<file path="src/rtl/div_pkg.sv">
`default_nettype none

package div_pkg;

    // operand and result width
    localparam int DATA_W = 16;

    // iteration counter must reach DATA_W
    localparam int CNT_W = 5;

    localparam int ADDR_W = 5;

    // register map, word offsets
    typedef enum logic [ADDR_W-1:0] {
        REG_CTRL     = 5'h00,
        REG_DIVIDEND = 5'h04,
        REG_DIVISOR  = 5'h08,
        REG_STATUS   = 5'h0C,
        REG_RESULT   = 5'h10
    } div_reg_e;

    typedef enum logic {
        ST_IDLE = 1'b0,
        ST_RUN  = 1'b1
    } div_state_e;

endpackage

`default_nettype wire

</file>
<file path="src/rtl/div_ctrl.sv">
`timescale 1ns/1ns
`default_nettype none

module div_ctrl (
    input  wire logic CLK,
    input  wire logic RST,
    input  wire logic start,
    input  wire logic last,
    input  wire logic neg,
    output logic      load,
    output logic      iterate,
    output logic      restore,
    output logic      cnt_clear,
    output logic      cnt_en,
    output logic      ready
);

    import div_pkg::*;

    div_state_e state;
    div_state_e state_nxt;

    always_ff @(posedge CLK or negedge RST)
    begin
        if (!RST)
        begin
            state <= ST_IDLE;
        end
        else
        begin
            state <= state_nxt;
        end
    end

    always_comb
    begin
        state_nxt = state;
        load      = 1'b0;
        iterate   = 1'b0;
        restore   = 1'b0;
        cnt_clear = 1'b0;
        cnt_en    = 1'b0;
        ready     = 1'b0;

        case (state)
            ST_IDLE:
            begin
                // load operands and restart the count
                if (start)
                begin
                    load      = 1'b1;
                    cnt_clear = 1'b1;
                    state_nxt = ST_RUN;
                end
            end
            ST_RUN:
            begin
                iterate = 1'b1;
                cnt_en  = 1'b1;
                // negative trial result means put A back
                restore = neg;
                if (last)
                begin
                    ready     = 1'b1;
                    state_nxt = ST_IDLE;
                end
            end
            default:
            begin
                state_nxt = ST_IDLE;
            end
        endcase
    end

endmodule

`default_nettype wire

</file>
<file path="src/rtl/div_counter.sv">
`timescale 1ns/1ns
`default_nettype none

module div_counter (
    input  wire logic CLK,
    input  wire logic RST,
    input  wire logic cnt_clear,
    input  wire logic cnt_en,
    output logic      last
);

    import div_pkg::*;

    logic [CNT_W-1:0] count;

    always_ff @(posedge CLK or negedge RST)
    begin
        if (!RST)
        begin
            count <= '0;
        end
        else if (cnt_clear)
        begin
            count <= '0;
        end
        else if (cnt_en)
        begin
            count <= count + 1'b1;
        end
    end

    // final iteration of the division
    assign last = (count == CNT_W'(DATA_W - 1));

endmodule

`default_nettype wire

</file>
<file path="src/rtl/div_datapath.sv">
`timescale 1ns/1ns
`default_nettype none

module div_datapath (
    input  wire logic                         CLK,
    input  wire logic                         RST,
    input  wire logic                         load,
    input  wire logic                         iterate,
    input  wire logic                         restore,
    input  wire logic [div_pkg::DATA_W-1:0]   dividend,
    input  wire logic [div_pkg::DATA_W-1:0]   divisor,
    output logic                              neg,
    output logic      [div_pkg::DATA_W-1:0]   quotient,
    output logic      [div_pkg::DATA_W-1:0]   remainder
);

    import div_pkg::*;

    // partial remainder, divisor, dividend/quotient
    logic [DATA_W-1:0] a_reg;
    logic [DATA_W-1:0] m_reg;
    logic [DATA_W-1:0] q_reg;

    // A:Q shifted left by one, upper part
    logic [DATA_W:0]   a_shift;
    logic [DATA_W:0]   diff;
    logic [DATA_W-1:0] a_next;

    assign a_shift = {a_reg, q_reg[DATA_W-1]};

    // A < M holds between steps, so the sign fits in DATA_W+1 bits
    assign diff = a_shift - {1'b0, m_reg};
    assign neg  = diff[DATA_W];

    // restore mux
    assign a_next = restore ? a_shift[DATA_W-1:0] : diff[DATA_W-1:0];

    always_ff @(posedge CLK or negedge RST)
    begin
        if (!RST)
        begin
            a_reg <= '0;
            m_reg <= '0;
            q_reg <= '0;
        end
        else if (load)
        begin
            a_reg <= '0;
            m_reg <= divisor;
            q_reg <= dividend;
        end
        else if (iterate)
        begin
            a_reg <= a_next;
            // quotient bit is 1 when the subtraction stood
            q_reg <= {q_reg[DATA_W-2:0], ~restore};
        end
    end

    // zero divisor never restores: Q all ones, A ends as the dividend
    assign quotient  = q_reg;
    assign remainder = a_reg;

endmodule

`default_nettype wire

</file>
<file path="src/rtl/div_apb_regs.sv">
`timescale 1ns/1ns
`default_nettype none

module div_apb_regs (
    input  wire logic                         CLK,
    input  wire logic                         RST,
    input  wire logic                         psel,
    input  wire logic                         penable,
    input  wire logic                         pwrite,
    input  wire logic [div_pkg::ADDR_W-1:0]   paddr,
    input  wire logic [31:0]                  pwdata,
    output logic      [31:0]                  prdata,
    output logic                              pready,
    output logic                              pslverr,
    input  wire logic                         ready,
    input  wire logic [div_pkg::DATA_W-1:0]   quotient,
    input  wire logic [div_pkg::DATA_W-1:0]   remainder,
    output logic                              start,
    output logic      [div_pkg::DATA_W-1:0]   dividend,
    output logic      [div_pkg::DATA_W-1:0]   divisor
);

    import div_pkg::*;

    div_reg_e    reg_sel;
    logic        access;
    logic        addr_err;
    logic        wr_err;
    logic        err;
    logic        wr_ok;
    logic        busy;
    logic        done;
    logic [31:0] rdata;

    assign reg_sel = div_reg_e'(paddr);
    assign access  = psel & penable;

    // decode, read data and per-register write errors
    always_comb
    begin
        addr_err = 1'b0;
        wr_err   = 1'b0;
        rdata    = '0;
        case (reg_sel)
            REG_CTRL:
            begin
                wr_err = busy;
            end
            REG_DIVIDEND:
            begin
                rdata  = {{(32 - DATA_W){1'b0}}, dividend};
                wr_err = busy;
            end
            REG_DIVISOR:
            begin
                rdata  = {{(32 - DATA_W){1'b0}}, divisor};
                wr_err = busy;
            end
            REG_STATUS:
            begin
                rdata  = {30'b0, done, busy};
                wr_err = 1'b1;
            end
            REG_RESULT:
            begin
                rdata  = {remainder, quotient};
                wr_err = 1'b1;
            end
            default:
            begin
                addr_err = 1'b1;
            end
        endcase
    end

    assign err     = addr_err | (pwrite & wr_err);
    assign wr_ok   = access & pwrite & ~err;
    assign pslverr = access & err;
    assign pready  = 1'b1;
    assign prdata  = (access & ~pwrite) ? rdata : 32'b0;

    // busy already blocks the write through err
    assign start = wr_ok & (reg_sel == REG_CTRL) & pwdata[0];

    always_ff @(posedge CLK or negedge RST)
    begin
        if (!RST)
        begin
            dividend <= '0;
            divisor  <= '0;
        end
        else if (wr_ok)
        begin
            if (reg_sel == REG_DIVIDEND)
            begin
                dividend <= pwdata[DATA_W-1:0];
            end
            if (reg_sel == REG_DIVISOR)
            begin
                divisor <= pwdata[DATA_W-1:0];
            end
        end
    end

    // status flags
    always_ff @(posedge CLK or negedge RST)
    begin
        if (!RST)
        begin
            busy <= 1'b0;
            done <= 1'b0;
        end
        else if (start)
        begin
            busy <= 1'b1;
            done <= 1'b0;
        end
        else if (ready)
        begin
            busy <= 1'b0;
            done <= 1'b1;
        end
    end

endmodule

`default_nettype wire

</file>
<file path="src/rtl/div_apb_top.sv">
`timescale 1ns/1ns
`default_nettype none

module div_apb_top (
    input  wire logic                         CLK,
    input  wire logic                         RST,
    input  wire logic                         psel,
    input  wire logic                         penable,
    input  wire logic                         pwrite,
    input  wire logic [div_pkg::ADDR_W-1:0]   paddr,
    input  wire logic [31:0]                  pwdata,
    output logic      [31:0]                  prdata,
    output logic                              pready,
    output logic                              pslverr
);

    import div_pkg::*;

    logic              start;
    logic              load;
    logic              iterate;
    logic              restore;
    logic              cnt_clear;
    logic              cnt_en;
    logic              ready;
    logic              last;
    logic              neg;
    logic [DATA_W-1:0] dividend;
    logic [DATA_W-1:0] divisor;
    logic [DATA_W-1:0] quotient;
    logic [DATA_W-1:0] remainder;

    div_apb_regs regs_i (
        .CLK       (CLK),
        .RST       (RST),
        .psel      (psel),
        .penable   (penable),
        .pwrite    (pwrite),
        .paddr     (paddr),
        .pwdata    (pwdata),
        .prdata    (prdata),
        .pready    (pready),
        .pslverr   (pslverr),
        .ready     (ready),
        .quotient  (quotient),
        .remainder (remainder),
        .start     (start),
        .dividend  (dividend),
        .divisor   (divisor)
    );

    div_ctrl ctrl_i (
        .CLK       (CLK),
        .RST       (RST),
        .start     (start),
        .last      (last),
        .neg       (neg),
        .load      (load),
        .iterate   (iterate),
        .restore   (restore),
        .cnt_clear (cnt_clear),
        .cnt_en    (cnt_en),
        .ready     (ready)
    );

    div_counter counter_i (
        .CLK       (CLK),
        .RST       (RST),
        .cnt_clear (cnt_clear),
        .cnt_en    (cnt_en),
        .last      (last)
    );

    div_datapath datapath_i (
        .CLK       (CLK),
        .RST       (RST),
        .load      (load),
        .iterate   (iterate),
        .restore   (restore),
        .dividend  (dividend),
        .divisor   (divisor),
        .neg       (neg),
        .quotient  (quotient),
        .remainder (remainder)
    );

endmodule

`default_nettype wire

</file>
<file path="config.mk">
export PLATFORM = sky130hd
export DESIGN_NAME = div_apb_top
export DESIGN_NICKNAME = d
export VERILOG_FILES = /design/src/rtl/div_pkg.sv /design/src/rtl/div_ctrl.sv /design/src/rtl/div_counter.sv /design/src/rtl/div_datapath.sv /design/src/rtl/div_apb_regs.sv /design/src/rtl/div_apb_top.sv
export SDC_FILE = /design/constraint.sdc
export NUM_CORES = 1
export LEC_CHECK = 0
export ABC_AREA = 1
export BUFFER_PORTS_ARGS = -buffer_cell sky130_fd_sc_hd__buf_4
export CAP_MARGIN = 25
export CORE_AREA = 2 2 126 128
export DETAILED_ROUTE_END_ITERATION = 10
export DIE_AREA = 0 0 128 130
export HOLD_SLACK_MARGIN = 0.15
export PLACE_DENSITY_LB_ADDON = 0.25
export SYNTH_ARGS = -nofsm -noshare
export SYNTH_HDL_FRONTEND = slang
export SYNTH_SLANG_ARGS = --single-unit
</file>
<file path="constraint.sdc">
create_clock -name CLK -period 6.25 [get_ports CLK]
set_clock_uncertainty 0.15 [all_clocks]
set_input_delay 1.25 -clock CLK [delete_from_list [all_inputs] [get_ports CLK]]
set_output_delay 1.25 -clock CLK [all_outputs]
set_load 0.05 [all_outputs]
</file>
==> results of run 1 <==
power by group through the flow:
stage / logic (uW) / clock network [uW] / registers [uW]
floorplan: 413 / 0 / 756
global placement: 547 / 0 / 786
detailed placement: 557 / 0 / 784
CTS: 558 / 543 / 776
global route: 628 / 566 / 793
finish: 550 / 533 / 776
metal layers:
layer,vias up,global-route usage (%),share of wire [%]
li1,2428,-,-
met1,2206,24.33,49
met2,99,29.57,47
met3,15,2.337,3.3
met4,0,6.141,1.5
met5,-,0,0
cell usage after synthesis (all sizes together):
master and number:
nor2 39, o21bai 1, nand2 231, xor2 2
a21oi 15, and3 1, ha 18, or2 3
inv 113, o221ai 12, fa 1, nand3 80
clkbuf 13, buf 18, o22ai 6, nor3 10
nand3b 11, dfrtp 88, clkinv 1, nand4 6
xnor2 4, o21ai 57, o211ai 1, a221oi 1
conb 1
worst reg2reg max path, cell delays in order, from the launching register on:
cell	delay, ns
dfrtp_1	0.41
inv_1	0.10
ha_1	0.14
inv_1	0.07
fa_1	0.39
nand2_1	0.09
nand2_1	0.09
nand3_1	0.10
nand2_1	0.13
nand2_1	0.13
nand2_1	0.06
nand2_1	0.08
nand2_1	0.39
nand2_1	0.25
o21ai_0	0.12
nand2_1	0.08
nand2_1	0.04
metrics by stage:
| stage | hold slack [ns] | area [um2] |
|---|---|---|
| 4_1_cts | 0.3298 | 6147 |
| 5_1_grt | 0.3581 | 6147 |
| 3_5_place_dp | 0.3147 | 5853 |
| 2_1_floorplan | 0.2991 | 5255 |
| 3_3_place_gp | 0.3116 | 5823 |
| 6_report | 0.3288 | 6147 |
layout by cell type (no fill, tap or decap), types with 2 or more instances in the layout:
cell type,instances
nor3_1,10
nand2_1,231
inv_1,112
nor2_2,4
a21oi_1,15
xnor2_1,4
nand3_1,78
buf_8,2
o221ai_1,12
dfrtp_1,88
nand3_2,2
xor2_1,2
nor2_1,34
buf_4,65
clkinvlp_4,3
nand4_1,6
nand3b_1,11
or2_2,3
ha_1,18
clkbuf_16,9
o21ai_0,56
o22ai_1,6
clkbuf_8,3
final timing paths:
check	slack (ns)	cells past startpoint	startpoint	endpoint
max	1.71	7	paddr[1]	prdata[1]
min	0.33	2	regs_i.divisor[1]$_DFFE_PN0P_	datapath_i.m_reg[1]$_DFFE_PN0P_
max reg2reg	3.33	16	datapath_i.quotient[15]$_DFFE_PN0P_	datapath_i.remainder[15]$_DFFE_PN0P_
min reg2reg	0.33	2	regs_i.divisor[1]$_DFFE_PN0P_	datapath_i.m_reg[1]$_DFFE_PN0P_
max in group asynchronous	4.18	2	RST	datapath_i.quotient[5]$_DFFE_PN0P_
min in group asynchronous	0.71	1	RST	regs_i.divisor[14]$_DFFE_PN0P_
cell type report:
cell class | instances | area share [%]
clock buffer | 12 | 4.335
clock inverter | 4 | 0.4478
inverter | 114 | 6.961
multi-input combinational | 500 | 40.10
sequential | 88 | 35.82
tap | 192 | 3.908
timing repair buffer | 67 | 8.427
logic make-up after synthesis:
kind of cell,after synthesis,synth area share [%]
other,1,0.07136
buffers and inverters,145,11.24
flip-flops,88,41.90
AND/OR/NAND/NOR,381,31.10
AO/OA/AOI/OAI,93,10.02
XOR/XNOR,6,1.000
adder cells (fa/ha/maj),19,4.667
==> results.sh, run 1 <==
export IMPL_crit_required_ns=4.85
export IMPL_worst_path_max_fanout=18
export IMPL_std_cell_rows=46
export IMPL_core_um2=15420
export IMPL_post_cts_buffers=0
export IMPL_placedCellCount=961
export IMPL_path_clk_slew_ns=0.07
export IMPL_avgRoutedWirePerCell_um=14.31
export IMPL_p_int_uw=1178
export IMPL_die_w_um=128
export IMPL_num_fill_cells=1629
export IMPL_dr_pass1_iters=5
export IMPL_worstPathArrival_ns=3.14
export IMPL_syn_area_per_cell_um2=7.169
export IMPL_cp_top_family="simple AND/OR/NAND/NOR gates"
export IMPL_drv_cap=0
export IMPL_cts_buffers=9
export IMPL_p_clk_share_pct=28.7
export IMPL_synthTopCellsByArea="dfrtp_1 42%, nand2_1 17%, inv_1 8.0%"
export IMPL_drc_errors=0
export IMPL_area_growth_pct=16.98
export IMPL_tightest_slew_ns=0.9636
export IMPL_grt_pass1_wl_um=23200
export IMPL_h_tree_depth=3
export IMPL_seqPwrFrac_pct=41.8
export IMPL_clock_sinks=88
export IMPL_cpMaxStageDelayCell="nand3_1"
export IMPL_combPwrFrac_pct=29.6
export IMPL_status="finished, final reports clean"
export IMPL_grt_max_degree=53
export IMPL_yosys_area_top_type="dfrtp_1"
export IMPL_synth_top_area_share_pct=41.90
export IMPL_syn_num_nets=794
export IMPL_gp_congestion=0.8584
export IMPL_regArea_um2=2202
export IMPL_setup_viol=0
export IMPL_relSlewSlack_pct=35.69
export IMPL_grt_ovfl_total=0
export IMPL_syn_inst=733
export IMPL_die_height_um=130
export IMPL_cts_root_buf="clkbuf_16"
export IMPL_multi_input_area_um2=2465
export IMPL_hold_viol_final=0
export IMPL_grt_setup_unrepaired="no"
export IMPL_hold_buffers=0
export IMPL_min_period_ns=4.542
export IMPL_cp_cell_sequence="buf_4, nor2_2, nand3_1, o22ai_1, a221oi_1, nor2_1, buf_4"
export IMPL_utilization_pct=39.85
export IMPL_insertion_delay_ns=0.34
export IMPL_antenna_found_initial=0
export IMPL_ios=76
export IMPL_ant_nets=0
export IMPL_irDropWorstVdd_v=0.0001465
export IMPL_hpwl_um=9688
export IMPL_via_count=4748
export IMPL_worst_setup_path_start_kind="input port"
export IMPL_synth_seq_cells=88
export IMPL_cts_tree="built"
export IMPL_ys_seq_area_share_pct=41.90
export IMPL_yosysWarnings=0
export IMPL_drive_gt1_share_pct=11.97
export IMPL_setup_ws_ns=1.708
export IMPL_critPathMostFrequentCell="buf_4"
export IMPL_worstSetupPathType="in -> out"
export IMPL_dieArea_um2=16640
export IMPL_clockBufferDepth=2
export IMPL_fmax_mhz=220.2
export IMPL_pre_cts_slack_ns=1.663
export IMPL_drtIter0Drc=253
export IMPL_end_kind="output port"
export IMPL_ys_types=33
export IMPL_swShare_pct=36.62
export IMPL_holdCritPathClass="reg -> reg"
export IMPL_finalPower_uw=1859
export IMPL_antennaDiodeCount=0
export IMPL_fin_setup_tns_ns=0
export IMPL_wirelength_um=13990
export IMPL_crit_buf_inv=2
export IMPL_power_density_nw_per_um2=302.4
export IMPL_slowest_delay_ns=0.65
export IMPL_cts_resized=0
export IMPL_stdcell_count=977
export IMPL_start_util_pct=34.07
export IMPL_gr_usage_all_layers_pct=17.88
export IMPL_portBuffers=58
export IMPL_grt_pass1_vias=4627
export IMPL_netlist_area_um2=5255
export IMPL_slew_violations=0
export IMPL_viasPerCell=4.860
export IMPL_nNetsFinal=841
export IMPL_fin_crit_sh_pct=72.67
export IMPL_p_leak_uw=0.003273
export IMPL_p_sw_uw=680.8
Power figures use the tool's default switching activity.
==> run 2: changes to the inputs <==
- clock period: 6.25 -> 4.01 ns (I/O delays scaled with it)
==> results.sh, run 2 (synthesized netlist as in run 1, its figures left out) <==
export IMPL_grt_pass1_wl_um=23890
export IMPL_p_leak_uw=0.003308
export IMPL_cts_tree="built"
export IMPL_min_period_ns=3.283
export IMPL_gp_congestion=0.8623
export IMPL_antenna_found_initial=0
export IMPL_critPathMostFrequentCell="buf_4"
export IMPL_tightest_slew_ns=0.6963
export IMPL_portBuffers=58
export IMPL_post_cts_buffers=0
export IMPL_cpMaxStageDelayCell="nand2_1"
export IMPL_clockBufferDepth=2
export IMPL_reg2reg_from="datapath_i.quotient[15]$_DFFE_PN0P_"
export IMPL_grt_max_degree=50
export IMPL_grt_setup_unrepaired="no"
export IMPL_dr_pass1_iters=5
export IMPL_cts_root_buf="clkbuf_16"
export IMPL_critPathLaunch="paddr[2]"
export IMPL_h_tree_depth=3
export IMPL_insertion_delay_ns=0.35
export IMPL_slew_violations=0
export IMPL_crit_required_ns=3.06
export IMPL_drtIter0Drc=292
export IMPL_start_util_pct=34.07
export IMPL_layout_commonest_cell="nand2_1"
export IMPL_fin_crit_sh_pct=81.86
export IMPL_irDropWorstVdd_v=0.0002242
export IMPL_cts_resized=0
export IMPL_grt_ovfl_total=0
export IMPL_final_cell_mix="231 x nand2_1, 112 x inv_1, 88 x dfrtp_1"
export IMPL_power_density_nw_per_um2=491.0
export IMPL_nNetsFinal=844
export IMPL_worst_path_max_fanout=9
export IMPL_hold_viol_final=0
export IMPL_holdCritPathClass="in -> async"
export IMPL_relSlewSlack_pct=53.47
export IMPL_ant_nets=0
export IMPL_area_growth_pct=17.93
export IMPL_worstPathArrival_ns=2.33
export IMPL_end_kind="output port"
export IMPL_avgRoutedWirePerCell_um=14.59
export IMPL_dieArea_um2=16640
export IMPL_ios=76
export IMPL_setup_viol=0
export IMPL_cts_buffers=9
export IMPL_slowest_delay_ns=0.32
export IMPL_wirelength_um=14300
export IMPL_antennaDiodeCount=0
export IMPL_viasPerCell=4.901
export IMPL_die_w_um=128
export IMPL_fmax_mhz=304.6
export IMPL_hold_buffers=0
export IMPL_worstSetupPathType="in -> out"
export IMPL_gr_usage_all_layers_pct=18.40
export IMPL_die_height_um=130
export IMPL_cp_cell_sequence="buf_4, nor3_1, nand2_1, o22ai_1, a221oi_1, nor2_1, buf_4"
export IMPL_std_cell_rows=46
export IMPL_core_um2=15420
export IMPL_utilization_pct=40.18
export IMPL_grt_pass1_vias=4685
export IMPL_drive_gt1_share_pct=12.18
export IMPL_hpwl_um=9846
export IMPL_via_count=4803
export IMPL_path_clk_slew_ns=0.07
export IMPL_fin_setup_tns_ns=0
export IMPL_status="finished, final reports clean"
export IMPL_drv_cap=0
export IMPL_worst_setup_path_start_kind="input port"
export IMPL_clock_sinks=88
export IMPL_drc_errors=0
==> run 2: final cells by class <==
class	instances	area (um2)
Fill cell	1645	9228
Multi-Input combinational cell	500	2465
Sequential cell	88	2202
Timing Repair Buffer	70	525.5
Inverter	114	427.9
Tap cell	192	240.2
Clock buffer	10	229.0
Clock inverter	6	107.6
==> run 2: worst max-delay path, delay by kind of cell <==
kind	cells	cell delay [ns]
and+or+nand+nor	3	0.76
buffers and inverters	2	0.34
AOI/OAI and AO/OA	2	0.42
==> run 2: power breakdown <==
group | switching (uW) | internal (uW)
logic | 528 | 304
clock network | 368 | 607
registers | 174 | 1060
==> run 2: stage by stage <==
| step | cells | hold WS, ns | setup WS [ns] | instance area (um2) | total power [uW] |
|---|---|---|---|---|---|
| after global placement | 964 | 0.3104 | 0.7140 | 5861 | 2070 |
| after floorplan | 733 | 0.2991 | 0.6109 | 5255 | 1823 |
| after detailed placement | 964 | 0.3131 | 0.7240 | 5861 | 2084 |
| after CTS | 980 | 0.3252 | 0.7232 | 6197 | 3073 |
| final | 980 | 0.2992 | 0.7274 | 6197 | 3043 |
| after global routing | 980 | 0.3538 | 0.5330 | 6197 | 3240 |
==> run 2: path summary, 6_finish.rpt <==
check | end | slack, ns | cells after the start
hold reg to reg | datapath_i.quotient[15]$_DFFE_PN0P_ | 0.33 | 2
max in group asynchronous | regs_i.dividend[5]$_DFFE_PN0P_ | 2.66 | 2
setup / recovery | prdata[1] | 0.73 | 7
hold / removal | regs_i.dividend[14]$_DFFE_PN0P_ | 0.30 | 1
min in group CLK | datapath_i.quotient[15]$_DFFE_PN0P_ | 0.33 | 2
setup reg to reg | datapath_i.remainder[15]$_DFFE_PN0P_ | 1.04 | 16
==> run 2: metal layers <==
layer  part of all wire [%]  GRT usage [%]  up-vias
li1                       -              -     2430
met1                     48          24.77     2242
met2                     46          30.45      113
met3                    4.5          2.665       18
met4                    1.5          6.593        0
met5                      0              0        -
